### src/design/cia_pkg.sv
// CIA shared definitions
// Register map, registered bus access, timer control and event records,
// and the two views of the interrupt control register
package cia_pkg;

  localparam logic [3:0] REG_PRA   = 4'd0;
  localparam logic [3:0] REG_PRB   = 4'd1;
  localparam logic [3:0] REG_DDRA  = 4'd2;
  localparam logic [3:0] REG_DDRB  = 4'd3;
  localparam logic [3:0] REG_TA_LO = 4'd4;
  localparam logic [3:0] REG_TA_HI = 4'd5;
  localparam logic [3:0] REG_TB_LO = 4'd6;
  localparam logic [3:0] REG_TB_HI = 4'd7;
  localparam logic [3:0] REG_ICR   = 4'd13;
  localparam logic [3:0] REG_CRA   = 4'd14;
  localparam logic [3:0] REG_CRB   = 4'd15;

  typedef struct packed {
    logic [15:0] sel;
    logic [7:0]  data;
  } reg_access_t;

  typedef struct packed {
    logic bit7;
    logic chain;       // timer B only
    logic bit5;
    logic force_load;
    logic one_shot;
    logic out_toggle;
    logic pb_on;
    logic start;
  } timer_ctrl_t;

  typedef struct packed {
    logic        underflow;
    logic        pb_level;
    logic [15:0] count;
  } timer_evt_t;

  typedef struct packed {
    logic       set_clr;
    logic [1:0] rsvd;
    logic [4:0] mask;
  } icr_wr_t;

  typedef struct packed {
    logic       irq;
    logic [1:0] rsvd;
    logic [4:0] flags;
  } icr_rd_t;

  typedef union packed {
    icr_wr_t wr;
    icr_rd_t rd;
  } icr_word_u;

endpackage

### src/design/cia_bus_decode.sv
// CIA bus decode
// Turns the raw host bus into registered one-hot write and read strobes
// and returns the addressed register byte on db_out
module cia_bus_decode import cia_pkg::*; (
  input  logic             clk,
  input  logic             int_reset,
  input  logic             cs,
  input  logic             rw,
  input  logic [3:0]       rs,
  input  logic [7:0]       db_in,
  input  logic [15:0][7:0] rd_bytes,
  output reg_access_t      wr_acc,
  output reg_access_t      rd_acc,
  output logic [7:0]       db_out
);

  logic [15:0] addr_hot;
  logic [7:0]  rd_mux;

  assign addr_hot = 16'd1 << rs;

  // Strobes live for exactly one cycle
  always_ff @(posedge clk) begin
    if (int_reset) begin
      wr_acc.sel <= '0;
      rd_acc.sel <= '0;
    end else begin
      wr_acc.sel <= (cs && !rw) ? addr_hot : '0;
      rd_acc.sel <= (cs && rw) ? addr_hot : '0;
    end
  end

  always_ff @(posedge clk) begin
    wr_acc.data <= db_in;
    rd_acc.data <= 8'h00;
  end

  // AND-OR select of the one addressed byte
  always_comb begin
    rd_mux = 8'h00;
    for (int i = 0; i < 16; i++) begin
      rd_mux = rd_mux | (rd_bytes[i] & {8{rd_acc.sel[i]}});
    end
  end

  // Holds until the next read
  always_ff @(posedge clk) begin
    if (int_reset) begin
      db_out <= 8'h00;
    end else if (|rd_acc.sel) begin
      db_out <= rd_mux;
    end
  end

endmodule

### src/design/cia_port.sv
// CIA I/O port
// Data and direction registers for one 8-bit port; undriven pins float
// high, and bits 6 and 7 can be taken over by timer outputs
module cia_port import cia_pkg::*; (
  input  logic        clk,
  input  logic        int_reset,
  input  reg_access_t wr_acc,
  input  logic        sel_data,
  input  logic        sel_ddr,
  input  logic [7:0]  pin_in,
  input  logic        pb6_level,
  input  logic        pb7_level,
  input  logic [1:0]  pb_overlay,
  output logic [7:0]  pin_out,
  output logic [7:0]  rd_data,
  output logic [7:0]  rd_ddr
);

  logic [7:0] pr;
  logic [7:0] ddr;
  logic [7:0] drive;

  always_ff @(posedge clk) begin
    if (int_reset) begin
      pr  <= 8'h00;
      ddr <= 8'h00;
    end else begin
      if (sel_data) pr <= wr_acc.data;
      if (sel_ddr) ddr <= wr_acc.data;
    end
  end

  assign drive = pr | ~ddr;

  always_comb begin
    pin_out = drive;
    // Timer overlays
    if (pb_overlay[0]) pin_out[6] = pb6_level;
    if (pb_overlay[1]) pin_out[7] = pb7_level;
  end

  // Data reads sample the pins
  assign rd_data = pin_in;
  assign rd_ddr  = ddr;

endmodule

### src/design/cia_timer.sv
// CIA interval timer
// 16-bit down counter with reload latch, one-shot and continuous modes,
// force load, chaining and a PB output that pulses or toggles on underflow
module cia_timer import cia_pkg::*; (
  input  logic        clk,
  input  logic        int_reset,
  input  logic        phi2_p,
  input  logic        chain_in,
  input  logic        sel_lo,
  input  logic        sel_hi,
  input  logic        sel_ctrl,
  input  logic [7:0]  wr_data,
  output timer_evt_t  evt,
  output timer_ctrl_t ctrl
);

  timer_ctrl_t ctrl_q;
  timer_ctrl_t ctrl_wr;
  logic [15:0] latch;
  logic [15:0] count;
  logic        count_en;
  logic        hit_zero;
  logic        uf_q;
  logic        toggle_ff;

  assign ctrl_wr  = timer_ctrl_t'(wr_data);
  assign count_en = ctrl_q.start && (ctrl_q.chain ? chain_in : phi2_p);
  // At zero the next count pulse underflows
  assign hit_zero = count_en && (count == 16'h0000);

  always_ff @(posedge clk) begin
    if (int_reset) begin
      ctrl_q    <= '0;
      latch     <= 16'hffff;
      count     <= 16'hffff;
      uf_q      <= 1'b0;
      toggle_ff <= 1'b0;
    end else begin
      uf_q <= hit_zero;

      if (hit_zero) begin
        count     <= latch;
        toggle_ff <= ~toggle_ff;
        if (ctrl_q.one_shot) ctrl_q.start <= 1'b0;
      end else if (count_en) begin
        count <= count - 16'd1;
      end

      if (sel_lo) begin
        latch[7:0] <= wr_data;
      end

      if (sel_hi) begin
        latch[15:8] <= wr_data;
        // Stopped timer loads straight away
        if (!ctrl_q.start) count <= {wr_data, latch[7:0]};
      end

      if (sel_ctrl) begin
        ctrl_q            <= ctrl_wr;
        ctrl_q.force_load <= 1'b0;
        if (ctrl_wr.force_load) count <= latch;
        if (ctrl_wr.start && !ctrl_q.start) toggle_ff <= 1'b1;
      end
    end
  end

  always_comb begin
    evt.underflow = uf_q;
    evt.pb_level  = ctrl_q.out_toggle ? toggle_ff : uf_q;
    evt.count     = count;
  end

  assign ctrl = ctrl_q;

endmodule

### src/design/cia_irq.sv
// CIA interrupt control
// Sticky timer flags, mask set and clear, clear on read and the
// active-low interrupt line
module cia_irq import cia_pkg::*; (
  input  logic       clk,
  input  logic       int_reset,
  input  logic       ta_underflow,
  input  logic       tb_underflow,
  input  logic       wr_icr,
  input  logic       rd_icr,
  input  logic [7:0] wr_data,
  output logic [7:0] status,
  output logic       irq_n
);

  icr_word_u  wr_word;
  icr_word_u  rd_word;
  logic [1:0] flags;
  logic [1:0] mask;
  logic [1:0] events;

  assign wr_word = icr_word_u'(wr_data);
  assign events  = {tb_underflow, ta_underflow};

  // Only the two timer sources exist
  always_ff @(posedge clk) begin
    if (int_reset) begin
      mask <= 2'b00;
    end else if (wr_icr) begin
      if (wr_word.wr.set_clr) mask <= mask | wr_word.wr.mask[1:0];
      else mask <= mask & ~wr_word.wr.mask[1:0];
    end
  end

  // A read clears old flags but keeps events from the same cycle
  always_ff @(posedge clk) begin
    if (int_reset) begin
      flags <= 2'b00;
      irq_n <= 1'b1;
    end else begin
      flags <= rd_icr ? events : (flags | events);
      irq_n <= rd_icr | ~|(flags & mask);
    end
  end

  always_comb begin
    rd_word.rd.irq   = ~irq_n;
    rd_word.rd.rsvd  = 2'b00;
    rd_word.rd.flags = {3'b000, flags};
  end

  assign status = rd_word;

endmodule

### src/design/cia_top.sv
// CIA peripheral adapter top level
// Bus decode, two I/O ports, two interval timers and interrupt control
module cia_top import cia_pkg::*; (
  input  logic       clk,
  input  logic       int_reset,
  input  logic       phi2_p,
  input  logic       cs,
  input  logic       rw,
  input  logic [3:0] rs,
  input  logic [7:0] db_in,
  output logic [7:0] db_out,
  input  logic [7:0] pa_in,
  output logic [7:0] pa_out,
  input  logic [7:0] pb_in,
  output logic [7:0] pb_out,
  output logic       irq_n
);

  reg_access_t      wr_acc;
  reg_access_t      rd_acc;
  logic [15:0][7:0] rd_bytes;
  timer_evt_t       ta_evt;
  timer_evt_t       tb_evt;
  timer_ctrl_t      ta_ctrl;
  timer_ctrl_t      tb_ctrl;

  cia_bus_decode u_decode (
    .clk(clk), .int_reset(int_reset), .cs(cs), .rw(rw), .rs(rs), .db_in(db_in),
    .rd_bytes(rd_bytes), .wr_acc(wr_acc), .rd_acc(rd_acc), .db_out(db_out)
  );

  cia_port port_a (
    .clk(clk), .int_reset(int_reset), .wr_acc(wr_acc),
    .sel_data(wr_acc.sel[REG_PRA]), .sel_ddr(wr_acc.sel[REG_DDRA]),
    .pin_in(pa_in), .pb6_level(1'b0), .pb7_level(1'b0), .pb_overlay(2'b00),
    .pin_out(pa_out), .rd_data(rd_bytes[REG_PRA]), .rd_ddr(rd_bytes[REG_DDRA])
  );

  cia_port port_b (
    .clk(clk), .int_reset(int_reset), .wr_acc(wr_acc),
    .sel_data(wr_acc.sel[REG_PRB]), .sel_ddr(wr_acc.sel[REG_DDRB]),
    .pin_in(pb_in), .pb6_level(ta_evt.pb_level), .pb7_level(tb_evt.pb_level),
    .pb_overlay({tb_ctrl.pb_on, ta_ctrl.pb_on}),
    .pin_out(pb_out), .rd_data(rd_bytes[REG_PRB]), .rd_ddr(rd_bytes[REG_DDRB])
  );

  // Chain source equals phi2_p, so the chain bit has no effect on timer A
  cia_timer timer_a (
    .clk(clk), .int_reset(int_reset), .phi2_p(phi2_p), .chain_in(phi2_p),
    .sel_lo(wr_acc.sel[REG_TA_LO]), .sel_hi(wr_acc.sel[REG_TA_HI]),
    .sel_ctrl(wr_acc.sel[REG_CRA]), .wr_data(wr_acc.data),
    .evt(ta_evt), .ctrl(ta_ctrl)
  );

  cia_timer timer_b (
    .clk(clk), .int_reset(int_reset), .phi2_p(phi2_p), .chain_in(ta_evt.underflow),
    .sel_lo(wr_acc.sel[REG_TB_LO]), .sel_hi(wr_acc.sel[REG_TB_HI]),
    .sel_ctrl(wr_acc.sel[REG_CRB]), .wr_data(wr_acc.data),
    .evt(tb_evt), .ctrl(tb_ctrl)
  );

  cia_irq u_irq (
    .clk(clk), .int_reset(int_reset),
    .ta_underflow(ta_evt.underflow), .tb_underflow(tb_evt.underflow),
    .wr_icr(wr_acc.sel[REG_ICR]), .rd_icr(rd_acc.sel[REG_ICR]),
    .wr_data(wr_acc.data), .status(rd_bytes[REG_ICR]), .irq_n(irq_n)
  );

  assign rd_bytes[REG_TA_LO] = ta_evt.count[7:0];
  assign rd_bytes[REG_TA_HI] = ta_evt.count[15:8];
  assign rd_bytes[REG_TB_LO] = tb_evt.count[7:0];
  assign rd_bytes[REG_TB_HI] = tb_evt.count[15:8];
  assign rd_bytes[REG_CRA]   = ta_ctrl;
  assign rd_bytes[REG_CRB]   = tb_ctrl;

  // TOD and serial addresses read as zero
  assign rd_bytes[8]  = 8'h00;
  assign rd_bytes[9]  = 8'h00;
  assign rd_bytes[10] = 8'h00;
  assign rd_bytes[11] = 8'h00;
  assign rd_bytes[12] = 8'h00;

endmodule

### config.mk
export PLATFORM = sky130hd
export DESIGN_NAME = cia_top
export DESIGN_NICKNAME = d
export VERILOG_FILES = /design/src/design/cia_pkg.sv /design/src/design/cia_bus_decode.sv /design/src/design/cia_port.sv /design/src/design/cia_timer.sv /design/src/design/cia_irq.sv /design/src/design/cia_top.sv
export SDC_FILE = /design/constraint.sdc
export NUM_CORES = 1
export LEC_CHECK = 0
export BUFFER_PORTS_ARGS = -buffer_cell sky130_fd_sc_hd__buf_2
export CAP_MARGIN = 40
export CORE_ASPECT_RATIO = 0.5
export CORE_MARGIN = 2
export CORE_UTILIZATION = 40
export CTS_BUF_LIST = sky130_fd_sc_hd__clkbuf_4 sky130_fd_sc_hd__clkbuf_8 sky130_fd_sc_hd__clkbuf_16
export DETAILED_ROUTE_END_ITERATION = 16
export PLACE_DENSITY = 0.68
export SETUP_SLACK_MARGIN = 0.2
export SLEW_MARGIN = 20
export SYNTH_ARGS = -nofsm -noshare
export SYNTH_HDL_FRONTEND = slang
export SYNTH_SLANG_ARGS = --single-unit
### constraint.sdc
create_clock -name clk -period 5.55 [get_ports clk]
set_clock_uncertainty 0.05 [all_clocks]
set_input_delay 0.555 -clock clk [delete_from_list [all_inputs] [get_ports clk]]
set_output_delay 0.555 -clock clk [all_outputs]
set_load 0.005 [all_outputs]
Yosys cells after proc, flatten, opt, wreduce, memory -nomap -nowiden
Cells that the tools add are included.
{ "op_classes": {"n_addsub": 2, "shift": 1, "muxes": 31, "bitwise": 36, "reduce_logical": 24} }
{ "ops": {"columns": ["op", "n"], "rows": [
  ["16-bit two-way mux", 12],
  ["8-bit bitwise OR", 12],
  ["8-bit AND", 11],
  ["16-bit zero test", 2],
  ["16-bit by 1-bit subtractor with 16-bit output, second input constant", 2],
  ["1-bit two-way mux", 17],
  ["8-bit NOT", 2],
  ["16-bit OR reduction", 1],
  ["1-bit by 4-bit << shifter with 16-bit output, first input constant", 1],
  ["1-bit logical AND", 8],
  ["2-bit nonzero test", 4],
  ["2-bit OR reduction", 3],
  ["1-bit NOT", 5],
  ["2-bit AND", 2],
  ["1-bit zero test", 4],
  ["2-bit two-way mux", 2],
  ["2-bit bitwise OR", 2],
  ["2-bit AND reduction", 2],
  ["2-bit NOT", 1],
  ["1-bit bitwise OR", 1]
]} }
{ "totals": {"regBits": 167, "input_bits": 33, "out_inout_bits": 25, "wordCells": 129} }

Logic depth before layout (Yosys ltp)
{ "depth": {"ltp_word": 11, "ltp_mapped": 9, "ltp_nobuf": 7} }

Modules after synthesis
Synthesis repeated with hierarchy kept, for this count alone.
{ "hier_totals": {"hier_cells": 859, "hier_area_um2": 8086.5} }
{ "by_module_without_submodules": {"columns": ["module", "instances", "cells_per_inst", "area_per_inst_um2", "seq_area_each_um2"], "rows": [
  ["cia_timer", 2, 234, 2129.5, 820.8],
  ["cia_bus_decode", 1, 220, 2175.8, 960.9],
  ["cia_port", 2, 72, 709.4, 320.3],
  ["cia_irq", 1, 26, 229.0, 100.1],
  ["cia_top", 1, 1, 3.8, 0.0]
]} }

Worst setup path after synthesis
No wires, ideal clock.
{ "synth_path": {"path_type": "input to register", "startpoint": "in phi2_p", "endpoint": "reg timer_b.count[11]", "setup_ps": 141, "arrival_time_ps": 1816, "required_time_ps": 5359, "path_slack_ps": 3542, "path_stages": 7, "path_buffers": 2, "cell_sequence": "mux2_2 -> and4_1 -> buf_2 -> a31o_2 -> buf_2 -> a32oi_1 -> o211ai_1"} }
{ "synth_between": {"elab_chain_cells": 8, "elab_cells_between_ends": 9, "classes_between": "7 x mux; 2 x reduce/logical"} }
{ "synth_lines": {"columns": ["item", "line_no", "text"], "rows": [
  ["start, declared", "cia_top.sv:6", "input logic phi2_p,"],
  ["1-bit two-way mux (*)", "cia_timer.sv:27", "assign count_en = ctrl_q.start && (ctrl_q.chain ? chain_in : phi2_p);"],
  ["1-bit logical AND (*)", "cia_timer.sv:27", null],
  ["16-bit two-way mux / 1-bit logical AND (equally long branches)", "cia_timer.sv:45, cia_timer.sv:29", null],
  ["16-bit two-way mux (*)", "cia_timer.sv:41", "if (hit_zero) begin"],
  ["16-bit two-way mux", "cia_timer.sv:56", "if (!ctrl_q.start) count <= {wr_data, latch[7:0]};"],
  ["16-bit two-way mux (*)", "cia_timer.sv:53", "if (sel_hi) begin"],
  ["16-bit two-way mux", "cia_timer.sv:62", "if (ctrl_wr.force_load) count <= latch;"],
  ["16-bit two-way mux (*)", "cia_timer.sv:59", "if (sel_ctrl) begin"],
  ["end signal, assigned", "cia_timer.sv:46", "count <= count - 16'd1;"],
  ["end signal, assigned", "cia_timer.sv:56", null],
  ["end signal, assigned", "cia_timer.sv:62", null],
  ["end, declared", "cia_timer.sv:20", "logic [15:0] count;"]
]} }
Every way passes the cells marked *; elsewhere a longest branch is shown, timed or not.
A chain may end at the register's enable or synchronous reset.

Worst setup path after layout
{ "layout_path": {"startpoint": "reg timer_a.count[6]", "endpoint": "reg timer_a.count[4]"} }
{ "layout_between": {"elab_chain_cells": 7} }
{ "layout_lines": {"columns": ["item", "line_no", "text"], "rows": [
  ["start, declared", "cia_timer.sv:20", null],
  ["start signal, assigned", "cia_timer.sv:42", "count <= latch;"],
  ["start signal, assigned", "cia_timer.sv:46", null],
  ["start signal, assigned", "cia_timer.sv:56", null],
  ["16-bit zero test (*)", "cia_timer.sv:29", "assign hit_zero = count_en && (count == 16'h0000);"],
  ["1-bit logical AND (*)", "cia_timer.sv:29", null],
  ["16-bit two-way mux (*)", "cia_timer.sv:41", null],
  ["16-bit two-way mux", "cia_timer.sv:56", null],
  ["16-bit two-way mux (*)", "cia_timer.sv:53", null],
  ["16-bit two-way mux", "cia_timer.sv:62", null],
  ["16-bit two-way mux (*)", "cia_timer.sv:59", null]
]} }
Marks and branches as above.

==> metrics.cfg <==
[grt]
grt_util_all_layers_pct = 22.1
grt_max_degree = 81
grt_first_pass_wirelength_um = 31100
grt_pass1_vias = 5407
antenna_found_initial = 0
grt_overflow = 0

[worst_setup_path]
startpoint_type = flip-flop
rr_worst_depth = 5
worst_ep_required_time_ps = 5820
worstSetupPathType = reg -> reg
path_max_fanout = 18
arrival_ps = 2540
end_kind = flip-flop
r2r-end = timer_a.count[4]
worstReg2RegStart = timer_a.count[6]
r2r_slack_ps = 3280

[min_path]
worstHoldStart = db_in[7]
hp-class = in -> reg
min_path_cells = 1
holdPathEnd = u_decode.wr_acc[7]

[floorplanning]
die_height_um = 96.6
die-area_sq_um = 18300
initial_core_util_pct = 41.4
core_area_sq_um = 16600
ioPinCount = 58
core.rowCount = 33
die_w_um = 189

[synthesis]
yosysTopAreaCell = dfxtp_1
synth_edf_count = 0
synth.area.mux_share_pct = 12.0
synth.avg_cell_area_sq_um = 9.24
synth_cells = 743
synth_flop_cell = dfxtp_1
syn-cell-area_sq_um = 6870
yosysWarnings = 0
synth_compound_area_share_pct = 14.5
synth_xor_area_share_pct = 3.19
synth_nets = 778
ys_types = 63
yosys.area_share.simple_pct = 19.2
synthAdderAreaFrac_pct = 0.364
yosys-top-cells-area = dfxtp_1 (47%), mux2i_1 (12%), nor2_1 (5.2%), nand2_1 (4.2%), a221oi_1 (2.4%)
synth_seq_cells = 162
synthArstFlopShare_pct = 0
synth_seq_area_share_pct = 47.2
synth_top_family_by_area = simple AND/OR/NAND/NOR gates
synth_top_area_share_pct = 47.2

[final_layout]
layout_common_cells = dfxtp_1 (162), nor2_1 (96), mux2i_1 (81), nand2_1 (76), buf_2 (57)
stdcell_area_sq_um = 7890
final_common_cell = dfxtp_1
drive_gt1_share_pct = 14.2
fillers = 1567
fin_nets = 803
syn_to_final_growth_pct = 14.9
diodes = 0

[clocking]
cts_tree = yes
htree_num_levels = 4
cts_buffers = 17
clock_latency_ps = 430
cts.sinks = 162
cts_buffer_depth = 2
post_cts_buffers = 0
cts.repair.resized = 0
hold_buffers = 0
root_buffer = clkbuf_16
clk_pin_slew_ps = 70

[placement]
dp_hpwl_um = 13700
routabilityCongestion = 0.921
dpl_cell_area_sq_um = 7260
io_buffers = 57

[run_status]
status = finished clean

[sta]
finalCritPeriodShare_pct = 41.0
min_period_ps = 2270
tns_ps = 0
rsz0062_at_grt = false
finalHoldViolCount = 0
fmax_mhz = 440
slew-limit-headroom_pct = 41.9
drv_slew = 0
tightest_slew_ps = 871
finalSetupViolations = 0

[power_and_ir_drop]
power_mw = 2.48
peakVddDrop_mv = 0.199
powerDensity_nw_per_um2 = 314
p_leak_nw = 2.67

[drt]
antenna_left = 0
routed_wl_um = 19800
routedWlPerCell_um = 19.7
firstDrtPassIters = 6
via_count = 5696
detail_route.vias_per_cell = 5.66
drcViolationCount = 0
drt-initial-drc-count = 626

[flow_run]
drv_cap = 0

## state kept, by name, summed over array words and instances (netlist names), 2 cells and up, named ones only
name             count
timer_b.count       16
u_decode.rd_acc     16
u_decode.db_out      8
timer_b.ctrl         7
timer_b.latch       16
timer_a.ctrl         7
port_a.rd_ddr        8
port_b.rd_ddr        8
timer_a.count       16
port_b.pr            8
port_a.pr            8
u_decode.wr_acc     19
u_irq.flags          2
timer_a.latch       16
## Yosys cell counts (13+ instances only)
cell type    n
nand2_1     76
clkbuf_1    41
o21ai_0     21
mux2i_1     81
nand2b_1    19
dfxtp_1    162
nand3_1     13
o211ai_1    14
nor3_1      18
xnor2_1     15
a21oi_1     16
a22oi_1     15
a221oi_1    19
nor2_1      96
## metal layers
| layer | GRT usage, % | wire, um |
|---|---|---|
| met1 | 31.4 | 9210 |
| met2 | 31.7 | 8320 |
| met3 | 5.66 | 1780 |
| met4 | 8.77 | 498 |
| met5 | 0 | 0 |
## layout make-up
| class | count | area [sq um] | area share (%) |
|---|---|---|---|
| multi-input combinational | 517 | 3370 | 42.8 |
| sequential | 162 | 3240 | 41.1 |
| clock buffer | 18 | 433 | 5.49 |
| timing repair buffer | 63 | 358 | 4.54 |
| tap | 227 | 284 | 3.60 |
| clock inverter | 13 | 166 | 2.11 |
| inverter | 7 | 26.3 | 0.333 |
## worst max path at each step
| stage | end | slack (ps) | depth (start not counted) | start |
|---|---|---|---|---|
| global route | timer_a.count[4] | 3100 | 7 | timer_a.count[1] |
| global placement | timer_b.count[8] | 3040 | 7 | int_reset |
| detailed placement | timer_b.count[9] | 3000 | 7 | int_reset |
| floorplan | timer_b.count[11] | 3540 | 7 | phi2_p |
| finish | timer_a.count[4] | 3280 | 5 | timer_a.count[6] |
| CTS | timer_a.count[4] | 3300 | 5 | timer_a.count[6] |
## cells by family after synthesis
family | count (synthesis)
adder cells (fa/ha/maj) | 2
XOR/XNOR | 25
AO/OA/AOI/OAI | 135
multiplexers | 82
buffers and inverters | 64
flip-flops | 162
AND/OR/NAND/NOR | 273
## per-stage QoR
stage                     setup slack, ps  util, %  instances  hold WS, ps
after CTS                            3300     47.3       1006          167
after global routing                 3100     47.5       1007          168
final                                3280     47.5       1007          175
after floorplan                      3540        -        743          385
after detailed placement             3000     43.7        975          405
after global placement               3040     43.6        973          402
## where the power goes
group	switching, mW	total, mW	internal [mW]
clock network	0.517	1.20	0.683
logic	0.0455	0.0759	0.0305
registers	0.0258	1.20	1.17
total	0.589	2.48	1.89
## critical path, cell delays in order (launching register included)
cell      delay [ps]
dfxtp_1          400
nor4_2           440
nand4b_2         270
o21ai_2          620
a21oi_1           90
a211o_1          280
No activity file was read; power rests on OpenSTA's default activity.
